[src/logic/memTestPkg.sv]
package memTestPkg;

    // ------------------------------------------------------------------------
    // bus geometry
    // ------------------------------------------------------------------------
    localparam int dataWidth = 16;                     // sdram word
    localparam int addrWidth = 25;                     // sdram address
    localparam int numDigits = 10;                     // patterns per run
    localparam int cntWidth  = $clog2(numDigits + 1);  // holds 0 to numDigits

    // sequencer states
    typedef enum logic [1:0] {
        idle,   // waiting for start
        write,  // pushing the ten patterns
        read,   // requesting the ten readbacks
        done    // all reads issued
    } seqState_t;

    // ------------------------------------------------------------------------
    // data word, seen as a bus value or as a display field
    // ------------------------------------------------------------------------
    typedef struct packed {
        logic [dataWidth-8:0] unused;    // upper 9 bits, zero
        logic [6:0]           segments;  // gfedcba, active low
    } segField_t;

    typedef union packed {
        logic [dataWidth-1:0] raw;  // as it travels on the bus
        segField_t            seg;  // as the display sees it
    } segWord_t;

    // active-low digit codes, board segments are low-true
    localparam logic [6:0] segPattern [numDigits] = '{
        7'b1000000,  // 0
        7'b1111001,  // 1
        7'b0100100,  // 2
        7'b0110000,  // 3
        7'b0011001,  // 4
        7'b0010010,  // 5
        7'b0000010,  // 6
        7'b1111000,  // 7
        7'b0000000,  // 8
        7'b0010000   // 9
    };

endpackage

[src/logic/memTestSequencer.sv]
`timescale 1ns/1ps

module memTestSequencer
    import memTestPkg::*;
(
    input  logic                 Clock,
    input  logic                 rstN,
    input  logic                 StartWr,       // level sampled in idle or done
    output logic                 WrRequest,     // one per word
    output logic [dataWidth-1:0] WriteData,
    output logic [addrWidth-1:0] WriteAddress,
    output logic                 RdRequest,     // one per word
    output logic [addrWidth-1:0] ReadAddress,
    output logic                 SeqDone
);

    seqState_t           state;
    seqState_t           nextState;
    logic [cntWidth-1:0] wordCnt;    // word index inside write or read
    logic [cntWidth-1:0] nextCnt;
    logic                startQ;     // sampled start level
    logic                countEn;    // counting only in write and read
    logic                lastWord;   // all ten words handled
    segWord_t            wrWord;

    // ------------------------------------------------------------------------
    // start sampling and word counter
    // ------------------------------------------------------------------------
    always_ff @(posedge Clock) begin
        if (!rstN) begin
            startQ <= 1'b0;
        end else begin
            startQ <= StartWr;
        end
    end

    assign countEn  = (state == write) || (state == read);
    assign lastWord = (wordCnt == cntWidth'(numDigits));
    assign nextCnt  = (lastWord || !countEn) ? '0 : wordCnt + 1'b1;  // wraps on phase end

    always_ff @(posedge Clock) begin
        if (!rstN) begin
            wordCnt <= '0;
            state   <= idle;
        end else begin
            wordCnt <= nextCnt;
            state   <= nextState;
        end
    end

    // ------------------------------------------------------------------------
    // next state and request decode
    // ------------------------------------------------------------------------
    always_comb begin
        nextState    = state;
        WrRequest    = 1'b0;
        wrWord       = '0;     // upper bits stay zero
        WriteAddress = '0;
        RdRequest    = 1'b0;
        ReadAddress  = '0;
        SeqDone      = 1'b0;
        case (state)
            idle: begin
                if (startQ) begin
                    nextState = write;
                end
            end
            write: begin
                if (!lastWord) begin
                    WrRequest            = 1'b1;
                    wrWord.seg.segments  = segPattern[wordCnt];  // digit n at address n
                    WriteAddress         = addrWidth'(wordCnt);
                end else begin
                    nextState = read;  // spare cycle with the counter at ten
                end
            end
            read: begin
                if (!lastWord) begin
                    RdRequest   = 1'b1;
                    ReadAddress = addrWidth'(wordCnt);
                end else begin
                    nextState = done;
                end
            end
            done: begin
                SeqDone = 1'b1;
                if (startQ) begin
                    nextState = write;  // rerun straight away
                end
            end
            default: nextState = idle;
        endcase
    end

    assign WriteData = wrWord.raw;

    // no read on a write cycle or on the spare cycle behind it
    noWrRdOverlap: assert property (
        @(posedge Clock) disable iff (!rstN)
        (WrRequest || $past(WrRequest)) |-> !RdRequest
    ) else $error("sequencer raised RdRequest during or right after WrRequest");

endmodule

[src/logic/scratchRam.sv]
`timescale 1ns/1ps

module scratchRam
    import memTestPkg::*;
#(
    parameter int ReadLatency = 2  // cycles from RdRequest to ReadValid
)(
    input  logic                 Clock,
    input  logic                 rstN,
    input  logic                 WrRequest,
    input  logic [dataWidth-1:0] WriteData,
    input  logic [addrWidth-1:0] WriteAddress,
    input  logic                 RdRequest,
    input  logic [addrWidth-1:0] ReadAddress,
    output logic [dataWidth-1:0] ReadData,
    output logic                 ReadValid
);

    localparam int memDepth     = 16;
    localparam int memAddrWidth = $clog2(memDepth);

    logic [dataWidth-1:0]   memArray [memDepth];
    logic [ReadLatency-1:0] validPipe;              // one bit per stage
    logic [dataWidth-1:0]   dataPipe [ReadLatency];

    if (ReadLatency < 1) begin : gLatencyCheck
        $error("scratchRam needs a ReadLatency of at least 1");
    end

    // synchronous write, low address bits only
    always_ff @(posedge Clock) begin
        if (WrRequest) begin
            memArray[WriteAddress[memAddrWidth-1:0]] <= WriteData;
        end
    end

    // ------------------------------------------------------------------------
    // read pipeline
    // ------------------------------------------------------------------------
    always_ff @(posedge Clock) begin
        if (!rstN) begin
            validPipe <= '0;
        end else begin
            validPipe[0] <= RdRequest;
            for (int i = 1; i < ReadLatency; i++) begin
                validPipe[i] <= validPipe[i-1];
            end
        end
    end

    always_ff @(posedge Clock) begin
        dataPipe[0] <= memArray[ReadAddress[memAddrWidth-1:0]];  // array read at request
        for (int i = 1; i < ReadLatency; i++) begin
            dataPipe[i] <= dataPipe[i-1];
        end
    end

    assign ReadValid = validPipe[ReadLatency-1];
    assign ReadData  = dataPipe[ReadLatency-1];

    // upper address bits are dropped, so they must be zero
    addrInRange: assert property (
        @(posedge Clock) disable iff (!rstN)
        !((WrRequest && WriteAddress >= memDepth) || (RdRequest && ReadAddress >= memDepth))
    ) else $error("request to an address beyond the 16-entry scratch RAM");

endmodule

[src/logic/readbackChecker.sv]
`timescale 1ns/1ps

module readbackChecker
    import memTestPkg::*;
(
    input  logic                 Clock,
    input  logic                 rstN,
    input  logic                 StartWr,
    input  logic                 RdRequest,
    input  logic                 ReadValid,
    input  logic [dataWidth-1:0] ReadData,
    input  logic                 SeqDone,
    output logic [cntWidth-1:0]  ErrorCount,
    output logic                 TestDone,    // held until the next start
    output logic                 Pass,
    output logic                 CheckValid,  // one pulse per compared word
    output segWord_t             CheckData
);

    logic                startQ;     // matches the sequencer's start sample
    logic                restart;    // run restarting from done
    logic [cntWidth-1:0] issuedCnt;  // reads sent to the RAM
    logic [cntWidth-1:0] rspIndex;   // reads returned, also the expected address
    logic                mismatch;
    logic                allBack;    // nothing outstanding and sequencer finished
    segWord_t            rdWord;
    segWord_t            expWord;

    always_ff @(posedge Clock) begin
        if (!rstN) begin
            startQ <= 1'b0;
        end else begin
            startQ <= StartWr;
        end
    end

    assign restart = startQ && SeqDone;  // same edge the sequencer enters write
    assign allBack = SeqDone && (rspIndex == issuedCnt);

    // ------------------------------------------------------------------------
    // compare path
    // ------------------------------------------------------------------------
    assign rdWord.raw = ReadData;

    always_comb begin
        expWord = '0;
        if (rspIndex < cntWidth'(numDigits)) begin
            expWord.seg.segments = segPattern[rspIndex];
        end
    end

    assign mismatch = ReadValid && (rdWord.raw != expWord.raw);  // full word, upper bits too

    // ------------------------------------------------------------------------
    // counters and status
    // ------------------------------------------------------------------------
    always_ff @(posedge Clock) begin
        if (!rstN || restart) begin
            issuedCnt  <= '0;
            rspIndex   <= '0;
            ErrorCount <= '0;
            TestDone   <= 1'b0;
            Pass       <= 1'b0;
        end else begin
            if (RdRequest) begin
                issuedCnt <= issuedCnt + 1'b1;
            end
            if (ReadValid) begin
                rspIndex <= rspIndex + 1'b1;
            end
            if (mismatch) begin
                ErrorCount <= ErrorCount + 1'b1;
            end
            if (allBack) begin
                TestDone <= 1'b1;
                Pass     <= (ErrorCount == '0);  // final count by now
            end
        end
    end

    always_ff @(posedge Clock) begin
        if (!rstN) begin
            CheckValid <= 1'b0;
        end else begin
            CheckValid <= ReadValid;
        end
    end

    always_ff @(posedge Clock) begin
        if (ReadValid) begin
            CheckData <= rdWord;  // forwarded to the display
        end
    end

    // every response needs a request sent before it
    noOrphanResponse: assert property (
        @(posedge Clock) disable iff (!rstN) ReadValid |-> (rspIndex != issuedCnt)
    ) else $error("ReadValid with no read outstanding");

endmodule

[src/logic/segDisplayDriver.sv]
`timescale 1ns/1ps

module segDisplayDriver
    import memTestPkg::*;
(
    input  logic       Clock,
    input  logic       rstN,
    input  logic       CheckValid,
    input  segWord_t   CheckData,
    input  logic       TestDone,
    input  logic       Pass,
    output logic [6:0] Hex0,     // last digit read back
    output logic [6:0] Hex1,     // P or F status letter
    output logic       LedDone
);

    // active-low letter codes, gfedcba
    localparam logic [6:0] segBlank = 7'b1111111;
    localparam logic [6:0] letterP  = 7'b0001100;  // a b e f g
    localparam logic [6:0] letterF  = 7'b0001110;  // a e f g

    // digit latch, blank out of reset
    always_ff @(posedge Clock) begin
        if (!rstN) begin
            Hex0 <= segBlank;
        end else if (CheckValid) begin
            Hex0 <= CheckData.seg.segments;
        end
    end

    // status letter only once the run has finished
    always_comb begin
        if (!TestDone) begin
            Hex1 = segBlank;
        end else if (Pass) begin
            Hex1 = letterP;
        end else begin
            Hex1 = letterF;
        end
    end

    assign LedDone = TestDone;  // led lit while the result is shown

endmodule

[src/logic/memTest.sv]
`timescale 1ns/1ps

module memTest
    import memTestPkg::*;
#(
    parameter int ReadLatency = 2  // scratch RAM read delay
)(
    input  logic                Clock,
    input  logic                rstN,
    input  logic                StartWr,
    output logic                TestDone,
    output logic                Pass,
    output logic [cntWidth-1:0] ErrorCount,
    output logic [6:0]          Hex0,
    output logic [6:0]          Hex1,
    output logic                LedDone
);

    // ------------------------------------------------------------------------
    // memory side wiring
    // ------------------------------------------------------------------------
    logic                 wrRequest;
    logic [dataWidth-1:0] writeData;
    logic [addrWidth-1:0] writeAddress;
    logic                 rdRequest;
    logic [addrWidth-1:0] readAddress;
    logic [dataWidth-1:0] readData;
    logic                 readValid;
    logic                 seqDone;
    logic                 checkValid;
    segWord_t             checkData;

    memTestSequencer u_sequencer (
        .Clock        (Clock),
        .rstN         (rstN),
        .StartWr      (StartWr),
        .WrRequest    (wrRequest),
        .WriteData    (writeData),
        .WriteAddress (writeAddress),
        .RdRequest    (rdRequest),
        .ReadAddress  (readAddress),
        .SeqDone      (seqDone)
    );

    scratchRam #(
        .ReadLatency (ReadLatency)
    ) u_ram (
        .Clock        (Clock),
        .rstN         (rstN),
        .WrRequest    (wrRequest),
        .WriteData    (writeData),
        .WriteAddress (writeAddress),
        .RdRequest    (rdRequest),
        .ReadAddress  (readAddress),
        .ReadData     (readData),
        .ReadValid    (readValid)
    );

    readbackChecker u_checker (
        .Clock      (Clock),
        .rstN       (rstN),
        .StartWr    (StartWr),
        .RdRequest  (rdRequest),    // issued-read count
        .ReadValid  (readValid),
        .ReadData   (readData),
        .SeqDone    (seqDone),
        .ErrorCount (ErrorCount),
        .TestDone   (TestDone),
        .Pass       (Pass),
        .CheckValid (checkValid),
        .CheckData  (checkData)
    );

    segDisplayDriver u_display (
        .Clock      (Clock),
        .rstN       (rstN),
        .CheckValid (checkValid),
        .CheckData  (checkData),
        .TestDone   (TestDone),
        .Pass       (Pass),
        .Hex0       (Hex0),
        .Hex1       (Hex1),
        .LedDone    (LedDone)
    );

endmodule

[config.mk]
export PLATFORM = sky130hd
export DESIGN_NAME = memTest
export DESIGN_NICKNAME = d
export VERILOG_FILES = /design/src/logic/memTestPkg.sv /design/src/logic/memTestSequencer.sv /design/src/logic/scratchRam.sv /design/src/logic/readbackChecker.sv /design/src/logic/segDisplayDriver.sv /design/src/logic/memTest.sv
export SDC_FILE = /design/constraint.sdc
export NUM_CORES = 1
export LEC_CHECK = 0
export BUFFER_PORTS_ARGS = -buffer_cell sky130_fd_sc_hd__buf_2
export CORE_UTILIZATION = 65
export DETAILED_ROUTE_END_ITERATION = 16
export PLACE_DENSITY = 0.79
export SETUP_SLACK_MARGIN = 0.3
export SLEW_MARGIN = 30
export SYNTH_ARGS = -nofsm -noshare
export SYNTH_HDL_FRONTEND = slang
export SYNTH_HIERARCHICAL = 1
export SYNTH_SLANG_ARGS = --single-unit
[constraint.sdc]
create_clock -name Clock -period 5.9 [get_ports Clock]
set_clock_uncertainty 0.1 [all_clocks]
set_input_delay 0 -clock Clock [delete_from_list [all_inputs] [get_ports Clock]]
set_output_delay 0 -clock Clock [all_outputs]
set_load 0.01 [all_outputs]
-- Word level (Yosys, flattened, before mapping)
Memories as Yosys holds them, arrays and structs flattened.
Cells that the tools add are included.
Widths: inputs -> output; s select.
- muxes and demuxes: 22
- bitwise operators: 3
- reduce and logical (&&, ||, !) cells: 13
- equality and inequality tests: 9
- add/sub/neg operators: 4
- magnitude comparators: 3
- operators by type and width (cell ; count):
    $mux 7 ; 8
    $add 4x1->4 const B ; 4
    $ne 16x7->1 ; 1
    $mux 4 ; 3
    $ge 5x5->1 const B ; 2
    $not 4->5 ; 2
    $mux 2 ; 4
    $mux 1 ; 6
    $ne 2x1->1 const B ; 3
    $pmux 2 s3 ; 1
    $eq 2x2->1 const B ; 2
    $eq 4x4->1 ; 1
    $eq 4x4->1 const B ; 1
    $logic_not 4->1 ; 1
    $lt 4x4->1 const B ; 1
    $reduce_or 2->1 ; 2
    $logic_and 1x1->1 ; 3
    $logic_or 1x1->1 ; 3
    $reduce_and 3->1 ; 1
    $eq 2x1->1 const B ; 1
    $logic_not 1->1 ; 2
    $logic_not 2->1 ; 1
    $not 1->1 ; 1
- memory bits (writable): 144
- register bits after elaboration: 38
- ROM bits: 224
- memories kept: 4
- word-level logic and storage cells: 70
- memories (name ; words ; width ; read ports ; clocked after memory_dff ; wr ports ; line ; text):
    (no name shown) ; 16 ; 7 ; 1 ; 0 ; 0 ; memTestSequencer.sv:71 ; wrWord.seg.segments = segPattern[wordCnt];
    (no name shown) ; 16 ; 7 ; 1 ; 0 ; 0 ; readbackChecker.sv:48 ; expWord.seg.segments = segPattern[rspIndex];
    u_ram.memArray ; 16 ; 7 ; 1 ; 0 ; 1 ; scratchRam.sv:22 ; logic [dataWidth-1:0] memArray [memDepth];
    u_ram.dataPipe ; 2 ; 16 ; 2 ; 0 ; 2 ; scratchRam.sv:24 ; logic [dataWidth-1:0] dataPipe [ReadLatency];

-- Logic depth before layout (Yosys ltp)
Gate-level depths: netlist of the first run.
- depth in word-level cells: 7
- depth in mapped cells: 9

-- Hierarchy
The synthesis of the first run kept the hierarchy.
- by module, submodules not included (module ; instances ; area each (sq um) ; cells an instance ; seq. area each (sq um)):
    scratchRam ; 1 ; 10535.1 ; 468 ; 8368.0
    readbackChecker ; 1 ; 1541.5 ; 132 ; 800.8
    memTestSequencer ; 1 ; 973.4 ; 126 ; 140.1
    segDisplayDriver ; 1 ; 304.0 ; 31 ; 140.1

-- Least setup slack after synthesis of the first run
OpenSTA, ideal clock, no wires.
- kind: register to register
- start point: register u_sequencer.wordCnt[0]
- end point: memory u_ram/memArray[0][0] (netlist name), enable pin
- required time: 5.391 ns
- setup time: 0.409 ns
- path buffers: 0
- cell stages (with the launch flop): 7
- arrival: 2.766 ns
- setup slack: 2.625 ns
- path through: dfxtp_1 > inv_1 > ha_1 > nand3b_1 > and2_1 > or3b_2 > nor3_1
- word-level cells in the longest chain between the ends: 5
- elaborated cells on any way between the ends: 7
- classes of those cells: 1 x eq/ne; 6 x mux
- RTL lines (what ; line ; text):
    start: declaration ; memTestSequencer.sv:19 ; logic [cntWidth-1:0] wordCnt;
    start signal: assignment ; memTestSequencer.sv:46 ; wordCnt <= nextCnt;
    $eq 4x4->1 ; memTestSequencer.sv:38 ; assign lastWord = (wordCnt == cntWidth'(numDigits));
    $mux 1 ; memTestSequencer.sv:69 ; if (!lastWord) begin
    $mux 1 ; memTestSequencer.sv:62 ; case (state)
    via wrRequest ; memTest.sv:22 ; logic wrRequest;
    $mux 1 ; scratchRam.sv:32 ; if (WrRequest) begin
    $mux 1 (not written as such) ; scratchRam.sv:33 ; memArray[WriteAddress[memAddrWidth-1:0]] <= WriteData;
    end: declaration ; scratchRam.sv:22 ;
The timed path passes the listed nets, and every way through them passes these cells.

==> results.py, run 1 <==
metrics = {
    "grt": {
        "grt_pass1_vias": 6413,
        "grtUsageTotal_pct": 26.2,
        "grt_first_pass_wirelength_um": 37700,
        "antenna_found_initial": 0,
        "grt-ovfl-total": 0,
        "grt_max_degree": 46,
    },
    "setup_path": {
        "worstSetupStartpoint": "u_sequencer/wordCnt[0]",
        "cp.arrival_ns": 3.55,
        "critPathTopFamily": "simple AND/OR/NAND/NOR gates",
        "r2r_end": "u_ram/dataPipe[0][4]",
        "crit_slowest_cell": "mux4_1",
        "start_kind": "register",
        "critPathRequiredTime_ns": 6.19,
        "cp_num_cells": 8,
        "crit_end": "u_ram/dataPipe[0][4]",
        "path_cells": "inv_1, ha_1, nand3b_1, and3_4, buf_4, mux4_1, a22oi_1, nand2_1",
        "r2r_setup_slack_ns": 2.64,
        "critPathCaptureType": "register",
        "worst-r2r-cell-count": 8,
        "critPathMaxFanout": 22,
        "cp.buffers_inverters": 2,
        "critPathMaxStageDelay_ns": 0.60,
        "critical_path_class": "reg2reg",
        "reg2reg_from": "u_sequencer/wordCnt[0]",
    },
    "clock_tree": {
        "cts_tree": "yes",
        "cts.clk_slew.worst_paths_ns": 0.06,
        "root_buffer": "clkbuf_16",
        "htree_levels": 2,
        "clock-sinks": 327,
        "cts_setup_buffers": 0,
        "clockBufferDepth": 3,
        "clk-insertion-delay-late_ns": 0.52,
        "post_cts_resize_count": 0,
        "cts_buffers": 34,
        "cts_hold_buf": 3,
    },
    "synthesis": {
        "syn_area_per_cell_um2": 18.1,
        "yosysWarnings": 6,
        "synthCells": 706,
        "netlist_area_um2": 12800,
    },
    "drt": {
        "drt-wirelength-per-cell_um": 24.3,
        "vias": 6308,
        "first_pass_iters": 5,
        "drt-total-wl_um": 24800,
        "drc": 0,
        "final_antenna_net_count": 0,
        "drt-vias-per-instance": 6.17,
        "first_iter_violations": 622,
    },
    "sta": {
        "rsz0062_at_grt": "no",
        "setup_ws_ns": 2.64,
        "finalSetupViolations": 0,
        "hold_slack_ns": 0.163,
        "fin_tns_setup_ns": 0,
        "maxSlewHeadroom_pct": 32.1,
        "layout_min_cycle_time_ns": 3.26,
        "slew_viol_final": 0,
        "timing.final.hold_violations": 0,
        "min_period_over_period_pct": 55.2,
        "tightest_slew_ns": 1.02,
        "max_freq_ghz": 0.307,
    },
    "cells_and_area": {
        "nNetsFinal": 760,
        "synthToLayoutAreaGrowth_pct": 10.7,
        "fill_cells": 1063,
        "diodes": 0,
        "regArea_um2": 9180,
        "drive_gt1_share_pct": 22.2,
        "multi_input_area_um2": 3230,
    },
    "die": {
        "ios": 24,
        "rows": 50,
        "dieArea_um2": 20200,
        "die_h_um": 142,
        "die_w_um": 142,
        "coreArea_um2": 19000,
        "initial_core_util_pct": 67.4,
    },
    "placed_design": {
        "place.gp.congestion": 0.872,
        "pre_cts_ws_ns": 2.67,
        "dp_hpwl_um": 13800,
        "io_buffers": 21,
    },
    "min_path": {
        "worstHoldStart": "StartWr",
        "min_path_type": "in2reg",
    },
    "run": {
        "maxCapViolations": 0,
    },
    "power_and_ir_drop": {
        "p_leak_nw": 4.69,
        "powerDensity_nw_per_um2": 369,
        "ir_drop_v": 0.000305,
        "p_total_mw": 5.21,
    },
    "status": {
        "status": "completed",
    },
}
[report_power, final]
part           leakage [nW]  switching, mW  internal [mW]
sequential             2.94         0.0920           2.66
clock                 0.512          0.851           1.14
combinational          1.24          0.267          0.206
[per-layer routing]
metal  share of wire [%]  vias to the layer above  global-route usage (%)
met1                  38                     3168                    33.8
met5                   0                        -                       0
li1                    -                     2774                       -
met4                 4.0                        0                    12.3
met3                 7.7                       80                    5.35
met2                  50                      286                    43.2
[stage by stage]
step / instances / area [µm²] / utilization [%]
detailed placement: 958 / 13000 / 68.8
floorplan: 715 / 12800 / -
CTS: 1022 / 14100 / 74.5
finish: 1022 / 14100 / 74.5
global placement: 957 / 13000 / 68.6
global route: 1022 / 14100 / 74.5
[layout make-up]
type                       instances  area share (%)
tap                              260            2.30
clock buffer                      40            6.33
multi-input combinational        317            22.8
clock inverter                    21            1.08
inverter                          13           0.345
sequential                       327            65.0
timing repair buffer              44            2.16
[flip-flops by register name, indices dropped and copies added (netlist names)]
signal and flops:
u_ram/validPipe 2, u_checker/TestDone 1, u_ram/memArray 256, u_sequencer/startQ 1
u_checker/rspIndex 4, u_sequencer/state 2, u_checker/ErrorCount 4, u_sequencer/wordCnt 4
u_checker/CheckData 7, u_display/Hex0 7, u_ram/dataPipe 32, u_checker/Pass 1
u_checker/CheckValid 1, u_checker/startQ 1, u_checker/issuedCnt 4
[cells in the final DEF (no fill, tap or decap), types with 5 or more instances in the layout]
master,instances
clkinv_1,7
o21ai_0,6
mux2i_1,10
clkbuf_1,5
dfxtp_1,64
mux4_2,54
xor2_1,8
and3_1,5
a22oi_1,32
nand2b_1,9
clkbuf_16,35
clkinv_2,8
buf_2,21
xnor2_1,6
and2_1,11
inv_1,13
nor2_1,34
buf_4,19
mux4_1,10
a21oi_1,7
edfxtp_1,263
ha_1,20
nand2_1,37
conb_1,11
[worst min-delay path by stage]
stage	slack [ns]	endpoint	cells after the start
after global routing	0.18	u_checker/startQ	3
after global placement	0.13	u_checker/startQ	2
after floorplan	-0.04	u_display/Hex0[0]	1
final	0.16	u_checker/startQ	3
after detailed placement	0.13	u_sequencer/startQ	2
after CTS	0.16	u_checker/startQ	3
[worst register-to-register path, stage by stage (launching register included)]
cell and delay, ns:
dfxtp_1 0.48, inv_1 0.17, ha_1 0.28, nand3b_1 0.25, and3_4 0.55, buf_4 0.42
mux4_1 0.61, a22oi_1 0.21, nand2_1 0.08
(Power assumes the default switching activity.)
==> inputs of run 2 (changes only) <==
Settings changed: ABC_AREA set to 1.
Clock period 5.9 ns to 3.2 ns, I/O delays scaled along.
==> results.py, run 2 <==
metrics = {
    "drt": {
        "first_pass_iters": 5,
        "drt-wirelength-per-cell_um": 17.4,
        "drt-vias-per-instance": 5.46,
        "met1_length_um": 12100,
        "top_layer": "met4",
        "final_antenna_net_count": 0,
        "routed-wl-met2_um": 14900,
        "drt-total-wl_um": 30300,
        "vias": 9495,
        "first_iter_violations": 901,
        "met3_length_um": 2290,
        "drc": 0,
    },
    "die": {
        "rows": 53,
        "ios": 24,
        "die_w_um": 150,
        "initial_core_util_pct": 66.7,
        "dieArea_um2": 22400,
        "die_h_um": 150,
        "coreArea_um2": 21200,
    },
    "setup_path": {
        "path_common_cell": "nand2_1",
        "critPathTopFamily": "simple AND/OR/NAND/NOR gates",
        "cp_num_cells": 8,
        "critPathMaxFanout": 12,
        "critPathMaxStageDelay_ns": 0.47,
        "cp.arrival_ns": 2.76,
        "start_kind": "register",
        "critPathCaptureType": "register",
        "crit_slowest_cell": "dfxtp_1",
        "critical_path_class": "reg2reg",
        "path_cells": "inv_1, ha_1, nand3_4, nand2_1, nor2_1, nand2_1, nor2_2, buf_12",
        "cp.buffers_inverters": 2,
        "worst-r2r-cell-count": 8,
        "critPathRequiredTime_ns": 3.32,
    },
    "cells_and_area": {
        "layout_commonest_cell": "nand2_1",
        "final_cell_mix": "nand2_1 (418), edfxtp_1 (263), inv_1 (242)",
        "largest_register_ffs": 256,
        "drive_gt1_share_pct": 9.70,
        "nNetsFinal": 1461,
        "synthToLayoutAreaGrowth_pct": 10.8,
    },
    "synthesis": {
        "netlist_area_um2": 14200,
        "syn_area_per_cell_um2": 9.97,
        "yosysWarnings": 6,
        "synthCells": 1420,
    },
    "sta": {
        "timing.final.hold_violations": 0,
        "maxSlewHeadroom_pct": 45.7,
        "max_freq_ghz": 0.378,
        "tightest_slew_ns": 0.814,
        "finalSetupViolations": 0,
        "setup_ws_ns": 0.556,
        "rsz0062_at_grt": "no",
        "fin_tns_setup_ns": 0,
        "slew_viol_final": 0,
        "min_period_over_period_pct": 82.6,
        "layout_min_cycle_time_ns": 2.64,
    },
    "grt": {
        "antenna_found_initial": 1,
        "grt_pass1_vias": 9217,
        "grt-ovfl-total": 0,
        "grt_first_pass_wirelength_um": 47300,
        "grtUsageTotal_pct": 28.0,
        "grt_max_degree": 129,
    },
    "clock_tree": {
        "cts.clk_slew.worst_paths_ns": 0.06,
        "clk-insertion-delay-late_ns": 0.51,
        "clock-sinks": 327,
        "cts_tree": "yes",
        "root_buffer": "clkbuf_16",
        "cts_setup_buffers": 0,
        "htree_levels": 2,
        "clockBufferDepth": 3,
        "cts_buffers": 34,
    },
    "run": {
        "maxCapViolations": 0,
    },
    "placed_design": {
        "dp_hpwl_um": 17200,
        "place.gp.congestion": 0.890,
        "pre_cts_ws_ns": 0.657,
        "io_buffers": 21,
    },
    "status": {
        "status": "completed",
    },
    "min_path": {
        "holdPathStages": 4,
        "min_path_type": "in2reg",
    },
    "power_and_ir_drop": {
        "p_leak_nw": 6.78,
        "p_total_mw": 10.1,
        "ir_drop_v": 0.000532,
        "powerDensity_nw_per_um2": 642,
    },
}
## run 2: tightest hold or removal path, cell delays in order
cell and delay (ns):
dlygate4sd3_1 0.54, buf_2 0.11, nand2_1 0.05, inv_1 0.04
## run 2: final cells by class
cell class                 count  area [µm²]
antenna                        1        2.50
sequential                   327        9180
tap                          275         344
inverter                     249         945
fill                        1379        5530
multi-input combinational    766        3520
clock inverter                14         165
clock buffer                  48        1030
timing repair buffer          60         505
## run 2: worst paths after layout
kind | startpoint | to | slack [ns]
worst min register to register | u_ram/dataPipe[0][0] | u_ram/dataPipe[0][16] | 0.22
worst min-delay path | StartWr | u_checker/startQ | 0.16
worst max register to register | u_sequencer/wordCnt[0] | u_ram/memArray[7][7] | 0.56
worst max-delay path | u_sequencer/wordCnt[0] | u_ram/memArray[7][7] | 0.56
## run 2: through the flow
| step | utilization, % | std cells | cell area (µm²) | hold slack, ns |
|---|---|---|---|---|
| floorplan | - | 1429 | 14200 | -0.0159 |
| global route | 73.9 | 1739 | 15700 | 0.171 |
| global placement | 68.1 | 1674 | 14500 | 0.0969 |
| finish | 73.9 | 1740 | 15700 | 0.161 |
| CTS | 73.9 | 1739 | 15700 | 0.136 |
| detailed placement | 68.1 | 1674 | 14500 | 0.114 |
## run 2: per-layer routing
metal | track usage [%] | vias to the layer above
li1 | - | 4531
met1 | 36.9 | 4496
met2 | 46.5 | 386
met3 | 4.60 | 82
met4 | 11.6 | 0
met5 | 0 | -
## run 2: power by group
part,internal (mW),total [mW],switching (mW)
clock,2.56,4.13,1.57
combinational,0.312,0.944,0.632
sequential,4.87,5.00,0.127
## run 2: what timing repair did
item	4_1_cts	5_1_grt
endpoints found under the hold margin	18	0
gates resized for setup	0	0
hold buffers	3	0
endpoints found under the setup margin	0	0
